## src/vid_pkg.sv

```systemverilog
// shared constants and types for the small video display controller
// raster sizes, bus register numbers, colour formats and config structs
// every design unit refers to these by scoped name
package vid_pkg;

    // raster geometry, tiny so a full frame simulates in a few hundred cycles
    localparam int H_VISIBLE    = 16;       // visible pixels per line
    localparam int H_TOTAL      = 24;       // pixels per line incl. blanking
    localparam int H_SYNC_START = 18;       // first hsync pixel
    localparam int H_SYNC_END   = 21;       // first pixel after hsync
    localparam int V_VISIBLE    = 8;        // visible lines per frame
    localparam int V_TOTAL      = 12;       // lines per frame
    localparam int V_SYNC_START = 9;        // first vsync line
    localparam int V_SYNC_END   = 10;       // first line after vsync

    typedef logic [4:0] hcount_t;           // column, 0..H_TOTAL-1
    typedef logic [3:0] vcount_t;           // line, 0..V_TOTAL-1

    // 4:4:4 colour, red in the top nibble
    typedef struct packed {
        logic [3:0] red;
        logic [3:0] green;
        logic [3:0] blue;
    } rgb_t;

    typedef struct packed {
        logic [3:0] alpha;                  // 0 = transparent
        rgb_t       rgb;
    } argb_t;

    // per playfield settings, CTRL and COLOR registers
    typedef struct packed {
        logic       enable;
        logic [1:0] tile_log2;              // tile edge is 1 << tile_log2 pixels
        logic [3:0] alpha;
        rgb_t       colour;
    } pf_cfg_t;

    typedef enum logic {
        BLEND_OVERLAY  = 1'b0,              // B over A where B alpha non-zero
        BLEND_ADDCLAMP = 1'b1               // per channel A+B, saturating
    } blend_mode_t;

    typedef struct packed {
        pf_cfg_t     pfa;
        pf_cfg_t     pfb;
        blend_mode_t mode;
    } vid_cfg_t;

    // beam position and derived raster flags
    typedef struct packed {
        hcount_t h;
        vcount_t v;
        logic    visible;                   // inside active area
        logic    hsync;
        logic    vsync;
        logic    h_blank;                   // right of active area
        logic    v_blank;                   // below active area
    } beam_t;

    // bus register numbers
    localparam logic [3:0] REG_PFA_COLOR = 4'h0;
    localparam logic [3:0] REG_PFA_CTRL  = 4'h1;
    localparam logic [3:0] REG_PFB_COLOR = 4'h2;
    localparam logic [3:0] REG_PFB_CTRL  = 4'h3;
    localparam logic [3:0] REG_BLEND     = 4'h4;
    localparam logic [3:0] REG_INT_CTRL  = 4'h5;   // lo = pending/clear, hi = mask
    localparam logic [3:0] REG_STATUS    = 4'h6;   // read only

    localparam int INTR_VBLANK = 0;         // pending/mask bit for vblank

endpackage

```

## src/vid_timing.sv

```systemverilog
// raster timing generator
// free-running column and line counters, one pixel per clock
// beam_o carries position plus visible, sync and blank flags, all registered
module vid_timing (
    input  wire logic       clk,
    input  wire logic       reset_i,
    output vid_pkg::beam_t  beam_o
);

    vid_pkg::hcount_t h_next;           // column for next cycle
    vid_pkg::vcount_t v_next;           // line for next cycle
    logic             h_last;           // last column of line
    logic             v_last;           // last line of frame

    assign h_last = (beam_o.h == vid_pkg::hcount_t'(vid_pkg::H_TOTAL - 1));
    assign v_last = (beam_o.v == vid_pkg::vcount_t'(vid_pkg::V_TOTAL - 1));

    // next position, line advances on column wrap
    always_comb begin
        h_next = beam_o.h + 1'b1;
        v_next = beam_o.v;
        if (h_last) begin
            h_next = '0;
            v_next = v_last ? '0 : beam_o.v + 1'b1;
        end
    end

    // flags are computed from the next position so they stay in step with h/v
    always_ff @(posedge clk) begin
        if (reset_i) begin
            beam_o <= '0;                   // all flags low, beam at origin
        end else begin
            beam_o.h       <= h_next;
            beam_o.v       <= v_next;
            beam_o.h_blank <= (h_next >= vid_pkg::hcount_t'(vid_pkg::H_VISIBLE));
            beam_o.v_blank <= (v_next >= vid_pkg::vcount_t'(vid_pkg::V_VISIBLE));
            beam_o.visible <= (h_next < vid_pkg::hcount_t'(vid_pkg::H_VISIBLE))
                           && (v_next < vid_pkg::vcount_t'(vid_pkg::V_VISIBLE));
            // sync windows are half-open, start <= n < end
            beam_o.hsync   <= (h_next >= vid_pkg::hcount_t'(vid_pkg::H_SYNC_START))
                           && (h_next < vid_pkg::hcount_t'(vid_pkg::H_SYNC_END));
            beam_o.vsync   <= (v_next >= vid_pkg::vcount_t'(vid_pkg::V_SYNC_START))
                           && (v_next < vid_pkg::vcount_t'(vid_pkg::V_SYNC_END));
        end
    end

endmodule

```

## src/playfield_gen.sv

```systemverilog
// checkerboard playfield
// draws solid tiles in the configured colour and alpha, tile size 1..8 px
// output pixel is registered, one cycle behind the beam that made it
module playfield_gen (
    input  wire logic           clk,
    input  wire logic           reset_i,
    input  vid_pkg::pf_cfg_t    cfg_i,
    input  vid_pkg::beam_t      beam_i,
    output vid_pkg::argb_t      pixel_o
);

    logic tile_bit;                     // checker parity at this position
    logic pix_on;                       // draw this pixel

    // tile_log2 picks which counter bit flips the pattern
    assign tile_bit = beam_i.h[cfg_i.tile_log2] ^ beam_i.v[cfg_i.tile_log2];
    assign pix_on   = tile_bit & cfg_i.enable & beam_i.visible;

    always_ff @(posedge clk) begin
        if (reset_i) begin
            pixel_o <= '0;
        end else if (pix_on) begin
            pixel_o.alpha <= cfg_i.alpha;
            pixel_o.rgb   <= cfg_i.colour;
        end else begin
            pixel_o <= '0;                  // transparent black
        end
    end

endmodule

```

## src/pf_blend.sv

```systemverilog
// playfield blender and video output stage
// combines playfield A and B pixels by overlay or clamped add
// sync and display enable are delayed to match the pixel pipeline, so all
// outputs land two cycles after the beam; rgb is forced black outside de
module pf_blend (
    input  wire logic               clk,
    input  wire logic               reset_i,
    input  vid_pkg::blend_mode_t    mode_i,
    input  vid_pkg::beam_t          beam_i,
    input  vid_pkg::argb_t          pixel_a_i,
    input  vid_pkg::argb_t          pixel_b_i,
    output vid_pkg::rgb_t           rgb_o,
    output logic                    hsync_o,
    output logic                    vsync_o,
    output logic                    dv_de_o
);

    typedef struct packed {
        logic hsync;
        logic vsync;
        logic de;
    } sync_t;

    sync_t          sync_q;             // video timing, aligned to pf pixels
    vid_pkg::rgb_t  blend_rgb;          // combined colour before de gating

    // one channel add, saturating at 15
    function automatic logic [3:0] sat_add(input logic [3:0] a, input logic [3:0] b);
        logic [4:0] sum;
        sum = {1'b0, a} + {1'b0, b};
        return sum[4] ? 4'hF : sum[3:0];
    endfunction

    always_comb begin
        case (mode_i)
            vid_pkg::BLEND_ADDCLAMP: begin
                blend_rgb.red   = sat_add(pixel_a_i.rgb.red,   pixel_b_i.rgb.red);
                blend_rgb.green = sat_add(pixel_a_i.rgb.green, pixel_b_i.rgb.green);
                blend_rgb.blue  = sat_add(pixel_a_i.rgb.blue,  pixel_b_i.rgb.blue);
            end
            default: begin
                // overlay, any non-zero B alpha covers A
                blend_rgb = (pixel_b_i.alpha != 4'h0) ? pixel_b_i.rgb : pixel_a_i.rgb;
            end
        endcase
    end

    always_ff @(posedge clk) begin
        if (reset_i) begin
            sync_q  <= '0;
            rgb_o   <= '0;
            hsync_o <= 1'b0;
            vsync_o <= 1'b0;
            dv_de_o <= 1'b0;
        end else begin
            sync_q.hsync <= beam_i.hsync;           // stage 1, beside pf regs
            sync_q.vsync <= beam_i.vsync;
            sync_q.de    <= beam_i.visible;
            hsync_o      <= sync_q.hsync;           // stage 2, output regs
            vsync_o      <= sync_q.vsync;
            dv_de_o      <= sync_q.de;
            rgb_o        <= sync_q.de ? blend_rgb : '0;    // black in blanking
        end
    end

endmodule

```

## src/bus_regs.sv

```systemverilog
// CPU register interface
// 8-bit bus with active low select, byte select picks even/odd half of a
// 16-bit register; an access starts on the first cycle select is seen low
// holds playfield and blend config, interrupt mask and pending state,
// and pulses bus_intr_o when an unmasked interrupt becomes pending
module bus_regs (
    input  wire logic           clk,
    input  wire logic           reset_i,
    input  wire logic           bus_cs_n_i,         // select, active low
    input  wire logic           bus_rd_nwr_i,       // 1 = read, 0 = write
    input  wire logic [3:0]     bus_reg_num_i,
    input  wire logic           bus_bytesel_i,      // 0 = even byte, 1 = odd
    input  wire logic [7:0]     bus_data_i,
    output logic      [7:0]     bus_data_o,
    input  vid_pkg::beam_t      beam_i,
    output vid_pkg::vid_cfg_t   cfg_o,
    output logic                bus_intr_o
);

    logic        cs_n_q;                // select from last cycle
    logic        bus_start;             // first low cycle of select
    logic        wr_strobe;
    logic        v_blank_q;
    logic        vblank_rise;
    logic [3:0]  intr_mask;             // INT_CTRL high byte
    logic [3:0]  intr_pending;          // INT_CTRL low byte
    logic [3:0]  intr_signal;           // new interrupt events this cycle
    logic [3:0]  intr_clear;            // CPU clear strobe
    logic [15:0] rd_word;               // selected register, both bytes

    assign bus_start   = cs_n_q & ~bus_cs_n_i;
    assign wr_strobe   = bus_start & ~bus_rd_nwr_i;
    assign vblank_rise = beam_i.v_blank & ~v_blank_q;

    always_comb begin
        intr_signal = '0;
        intr_signal[vid_pkg::INTR_VBLANK] = vblank_rise;
    end

    // a write of ones to INT_CTRL low byte acknowledges those bits
    assign intr_clear = (wr_strobe && !bus_bytesel_i && bus_reg_num_i == vid_pkg::REG_INT_CTRL)
                      ? bus_data_i[3:0] : 4'h0;

    // byte write into one playfield's COLOR or CTRL register
    function automatic vid_pkg::pf_cfg_t pf_write(input vid_pkg::pf_cfg_t cur,
                                                  input logic ctrl, input logic odd,
                                                  input logic [7:0] d);
        vid_pkg::pf_cfg_t nxt;
        nxt = cur;
        if (ctrl) begin
            if (!odd) begin             // CTRL high byte unused
                nxt.enable    = d[0];
                nxt.tile_log2 = d[2:1];
                nxt.alpha     = d[7:4];
            end
        end else if (odd) begin
            nxt.colour.red = d[3:0];
        end else begin
            nxt.colour.green = d[7:4];
            nxt.colour.blue  = d[3:0];
        end
        return nxt;
    endfunction

    // read-back mux, unused bits and registers read zero
    always_comb begin
        case (bus_reg_num_i)
            vid_pkg::REG_PFA_COLOR: rd_word = {4'h0, cfg_o.pfa.colour};
            vid_pkg::REG_PFA_CTRL:  rd_word = {8'h00, cfg_o.pfa.alpha, 1'b0,
                                               cfg_o.pfa.tile_log2, cfg_o.pfa.enable};
            vid_pkg::REG_PFB_COLOR: rd_word = {4'h0, cfg_o.pfb.colour};
            vid_pkg::REG_PFB_CTRL:  rd_word = {8'h00, cfg_o.pfb.alpha, 1'b0,
                                               cfg_o.pfb.tile_log2, cfg_o.pfb.enable};
            vid_pkg::REG_BLEND:     rd_word = {15'h0000, cfg_o.mode};
            vid_pkg::REG_INT_CTRL:  rd_word = {4'h0, intr_mask, 4'h0, intr_pending};
            vid_pkg::REG_STATUS:    rd_word = {8'h00, intr_pending, 2'b00,
                                               beam_i.v_blank, beam_i.h_blank};
            default:                rd_word = 16'h0000;
        endcase
    end

    always_ff @(posedge clk) begin
        if (reset_i) begin
            cs_n_q       <= 1'b1;
            v_blank_q    <= 1'b0;
            cfg_o        <= '0;             // both playfields off, overlay
            intr_mask    <= '0;
            intr_pending <= '0;
            bus_intr_o   <= 1'b0;
            bus_data_o   <= '0;
        end else begin
            cs_n_q    <= bus_cs_n_i;
            v_blank_q <= beam_i.v_blank;
            if (wr_strobe) begin
                case (bus_reg_num_i)
                    vid_pkg::REG_PFA_COLOR, vid_pkg::REG_PFA_CTRL: begin
                        cfg_o.pfa <= pf_write(cfg_o.pfa, bus_reg_num_i == vid_pkg::REG_PFA_CTRL,
                                              bus_bytesel_i, bus_data_i);
                    end
                    vid_pkg::REG_PFB_COLOR, vid_pkg::REG_PFB_CTRL: begin
                        cfg_o.pfb <= pf_write(cfg_o.pfb, bus_reg_num_i == vid_pkg::REG_PFB_CTRL,
                                              bus_bytesel_i, bus_data_i);
                    end
                    vid_pkg::REG_BLEND: begin
                        if (!bus_bytesel_i) cfg_o.mode <= vid_pkg::blend_mode_t'(bus_data_i[0]);
                    end
                    vid_pkg::REG_INT_CTRL: begin
                        if (bus_bytesel_i) intr_mask <= bus_data_i[3:0];
                    end
                    default: ;                  // STATUS and unused ignore writes
                endcase
            end
            if (bus_start && bus_rd_nwr_i) begin
                bus_data_o <= bus_bytesel_i ? rd_word[15:8] : rd_word[7:0];  // held till next read
            end
            // strobe only on a newly pending, unmasked source
            bus_intr_o   <= |(intr_signal & intr_mask & ~intr_pending);
            intr_pending <= (intr_pending | intr_signal) & ~intr_clear;
        end
    end

endmodule

```

## src/vid_main.sv

```systemverilog
// top level of the video display controller
// CPU register block, raster timing, two checkerboard playfields and the
// blender; video outputs trail the beam by two clocks
module vid_main (
    input  wire logic           clk,
    input  wire logic           reset_i,
    input  wire logic           bus_cs_n_i,         // register select, active low
    input  wire logic           bus_rd_nwr_i,       // 1 = read, 0 = write
    input  wire logic [3:0]     bus_reg_num_i,
    input  wire logic           bus_bytesel_i,      // 0 = even byte, 1 = odd
    input  wire logic [7:0]     bus_data_i,
    output logic      [7:0]     bus_data_o,
    output logic                bus_intr_o,         // vblank interrupt strobe
    output vid_pkg::rgb_t       rgb_o,
    output logic                hsync_o,
    output logic                vsync_o,
    output logic                dv_de_o             // display enable
);

    vid_pkg::vid_cfg_t  cfg;            // live configuration from registers
    vid_pkg::beam_t     beam;           // raster position and flags
    vid_pkg::argb_t     pixel_a;        // pf A, one cycle after beam
    vid_pkg::argb_t     pixel_b;        // pf B, one cycle after beam

    bus_regs regs0 (
        .clk           (clk),
        .reset_i       (reset_i),
        .bus_cs_n_i    (bus_cs_n_i),
        .bus_rd_nwr_i  (bus_rd_nwr_i),
        .bus_reg_num_i (bus_reg_num_i),
        .bus_bytesel_i (bus_bytesel_i),
        .bus_data_i    (bus_data_i),
        .bus_data_o    (bus_data_o),
        .beam_i        (beam),              // blank status, vblank irq
        .cfg_o         (cfg),
        .bus_intr_o    (bus_intr_o)
    );

    vid_timing timing0 (
        .clk     (clk),
        .reset_i (reset_i),
        .beam_o  (beam)
    );

    playfield_gen pf_a (
        .clk     (clk),
        .reset_i (reset_i),
        .cfg_i   (cfg.pfa),
        .beam_i  (beam),
        .pixel_o (pixel_a)
    );

    playfield_gen pf_b (
        .clk     (clk),
        .reset_i (reset_i),
        .cfg_i   (cfg.pfb),
        .beam_i  (beam),
        .pixel_o (pixel_b)
    );

    pf_blend blend0 (
        .clk       (clk),
        .reset_i   (reset_i),
        .mode_i    (cfg.mode),
        .beam_i    (beam),                  // syncs and visible only
        .pixel_a_i (pixel_a),
        .pixel_b_i (pixel_b),
        .rgb_o     (rgb_o),
        .hsync_o   (hsync_o),
        .vsync_o   (vsync_o),
        .dv_de_o   (dv_de_o)
    );

endmodule

```

## config.mk

```make
export PLATFORM = sky130hd
export DESIGN_NAME = vid_main
export DESIGN_NICKNAME = d
export VERILOG_FILES = /design/src/vid_pkg.sv /design/src/vid_timing.sv /design/src/playfield_gen.sv /design/src/pf_blend.sv /design/src/bus_regs.sv /design/src/vid_main.sv
export SDC_FILE = /design/constraint.sdc
export NUM_CORES = 1
export LEC_CHECK = 0
export BUFFER_PORTS_ARGS = -buffer_cell sky130_fd_sc_hd__buf_2
export CAP_MARGIN = 30
export CORE_AREA = 8 8 115 117
export DETAILED_ROUTE_END_ITERATION = 16
export DIE_AREA = 0 0 123 125
export GPL_TIMING_DRIVEN = 0
export PLACE_DENSITY_LB_ADDON = 0.1
export SLEW_MARGIN = 40
export SYNTH_ARGS = -nofsm -noshare
export SYNTH_HDL_FRONTEND = slang
export SYNTH_HIERARCHICAL = 1
export SYNTH_SLANG_ARGS = --single-unit
```

## constraint.sdc

```tcl
create_clock -name clk -period 1.8 [get_ports clk]
set_input_delay 0.18 -clock clk [delete_from_list [all_inputs] [get_ports clk]]
set_output_delay 0.18 -clock clk [all_outputs]
set_load 0.02 [all_outputs]
```

==> flow_summary.json <==
{
  "slowest_delay_ns": 0.64,
  "fp.coreArea_mm2": 0.0116,
  "drc": 0,
  "drt_iter0_drc": 324,
  "ir_drop_mv": 0.640,
  "use_met3_pct": 4.55,
  "drive_gt1_share_pct": 22.9,
  "die_area_mm2": 0.0154,
  "power_density_mw_per_mm2": 1040,
  "worstPathMaxFanout": 3,
  "criticalPathCategory": "flip-flop to flip-flop",
  "critPathLaunchType": "flip-flop",
  "grt_util_met2_pct": 29.2,
  "status": "finished clean",
  "post_cts_buffers": 0,
  "holdPathEnd": "regs0/cs_n_q",
  "setup_viol": 0,
  "clockBufferDepth": 2,
  "p_leak_nw": 2.73,
  "htreeDepth": 4,
  "cts.sinks": 117,
  "timing.fmax_mhz": 582,
  "synthCells": 535,
  "drt_first_pass_iters": 5,
  "rsz0062_at_grt": "false",
  "ys_warn_count": 6,
  "root_buffer": "clkbuf_16",
  "synth_area_mm2": 0.00538,
  "cts_tree": "done",
  "gp_congestion": 0.912,
  "chipHeight_um": 125,
  "ctsResizeCount": 2,
  "skew_ns": 0.00748,
  "cts_hold_buf": 0,
  "dieWidth_um": 123,
  "path_cells": "mux4_2 -> a2111oi_0 -> o31ai_1",
  "grt_pass1_wl_um": 22200,
  "path_clk_slew_ns": 0.05,
  "relSlewSlack_pct": 56.0,
  "r2r_start": "regs0/cfg_o[1]",
  "rr_endpoint": "regs0/bus_data_o[0]",
  "tightest_slew_ns": 0.644,
  "use_met1_pct": 24.1,
  "grt_overflow": 0,
  "arrival_ns": 2.00,
  "numCtsBuffers": 17,
  "grt_max_degree": 29,
  "finalHoldViolCount": 0,
  "row_count": 40,
  "required_ns": 2.08,
  "antennaDiodeCount": 0,
  "design_area_mm2": 0.00641,
  "ioPinCount": 41,
  "nNetsFinal": 624,
  "finalCritPeriodShare_pct": 95.5,
  "place_area_mm2": 0.00574,
  "syn_area_per_cell_um2": 10.1,
  "rrSetupSlack_ns": 0.08,
  "ant_nets": 0,
  "grt_use_total_pct": 18.8,
  "clkLatencyLatePin_ns": 0.42,
  "vias_per_cell": 5.59,
  "grt_pass1_vias": 4141,
  "areaGrowthSynthToFinish_pct": 19.2,
  "cap_violations": 0,
  "io_buffers": 36,
  "hold_class": "input port to flip-flop",
  "r2r_cells": 3,
  "setup_tns_ns": 0,
  "setup.worst_path.end_class": "flip-flop",
  "worst_path_max_delay_cell": "a2111oi_0",
  "grt.busiest_layer": "met2",
  "period_needed_ns": 1.72,
  "start_util_pct": 46.3,
  "min_from": "bus_cs_n_i",
  "report.final.slew_viol_count": 0,
  "antenna_found_initial": 0,
  "synth_fp_nets": 569,
  "wl_um": 13900,
  "via_count": 4196,
  "wl_per_cell_um": 18.5,
  "whs_path_depth": 2,
  "place_hpwl_um": 10100
}
[per-layer routing]
layer	up-vias	part of all wire, %
met2	136	46
met1	1982	46
met5	-	0
li1	2053	-
met3	25	5.9
met4	0	2.1
[critical path: cells and delay by family, from the launching register on]
kind	cells	cell delay (ns)
compound gates	2	0.75
mux	1	0.48
flops	1	0.34
[state kept, by name, indices dropped and copies added (netlist names), 3 cells and up]
signal	flops
blend0/sync_q	3
regs0/intr_mask	4
pf_b/pixel_o	16
regs0/cfg_o	39
pf_a/pixel_o	12
regs0/intr_pending	4
regs0/bus_data_o	8
timing0/beam_o	13
blend0/rgb_o	12
[how the worst max path moves through the flow]
stage	cells after the start	to	from
after floorplan	4	pf_b/pixel_o[0]	timing0/beam_o[7]
final	3	regs0/bus_data_o[0]	regs0/cfg_o[1]
after global placement	4	regs0/cfg_o[36]	reset_i
after global routing	4	pf_b/pixel_o[9]	timing0/beam_o[8]
after detailed placement	4	regs0/cfg_o[35]	reset_i
after CTS	4	pf_b/pixel_o[2]	timing0/beam_o[7]
[metrics by stage]
stage / cells / worst slack [ns] / total power [mW] / hold WS [ns] / utilization, %
6_report: 750 / 0.0812 / 6.66 / 0.0309 / 55.2
5_1_grt: 750 / 0.0212 / 6.86 / 0.0254 / 55.2
4_1_cts: 750 / 0.00462 / 6.70 / 0.0233 / 55.2
3_5_place_dp: 718 / -0.0349 / 2.95 / 0.426 / 49.5
3_3_place_gp: 718 / -0.0237 / 2.94 / 0.436 / 49.5
2_1_floorplan: 535 / 0.292 / 2.84 / 0.252 / -
[layout make-up]
cell class,count,area [µm²]
buffer,30,163
clock buffer,24,492
clock inverter,8,169
fill,1080,5200
inverter,22,82.6
multi-input combinational,366,2790
sequential,117,2350
tap,147,184
timing repair buffer,36,180
[where the power goes]
part | leakage, nW | switching (mW) | internal (mW)
clock network | 0.324 | 1.16 | 2.60
logic | 1.46 | 0.172 | 0.0994
registers | 0.947 | 0.0168 | 2.61
total | 2.73 | 1.35 | 5.31
[cells in the final DEF, fill, tap and decap left out, types with 14 or more instances in the layout]
master     count
ha_1          14
nor2b_1       16
buf_2         44
and4bb_2      28
nor2_1        46
dfxtp_1      110
clkbuf_1      17
mux2i_1       40
a21oi_1       26
nand3_1       19
clkbuf_16     17
nand2_1       36
inv_1         22
Note: power is estimated with default switching activity, not from simulation.
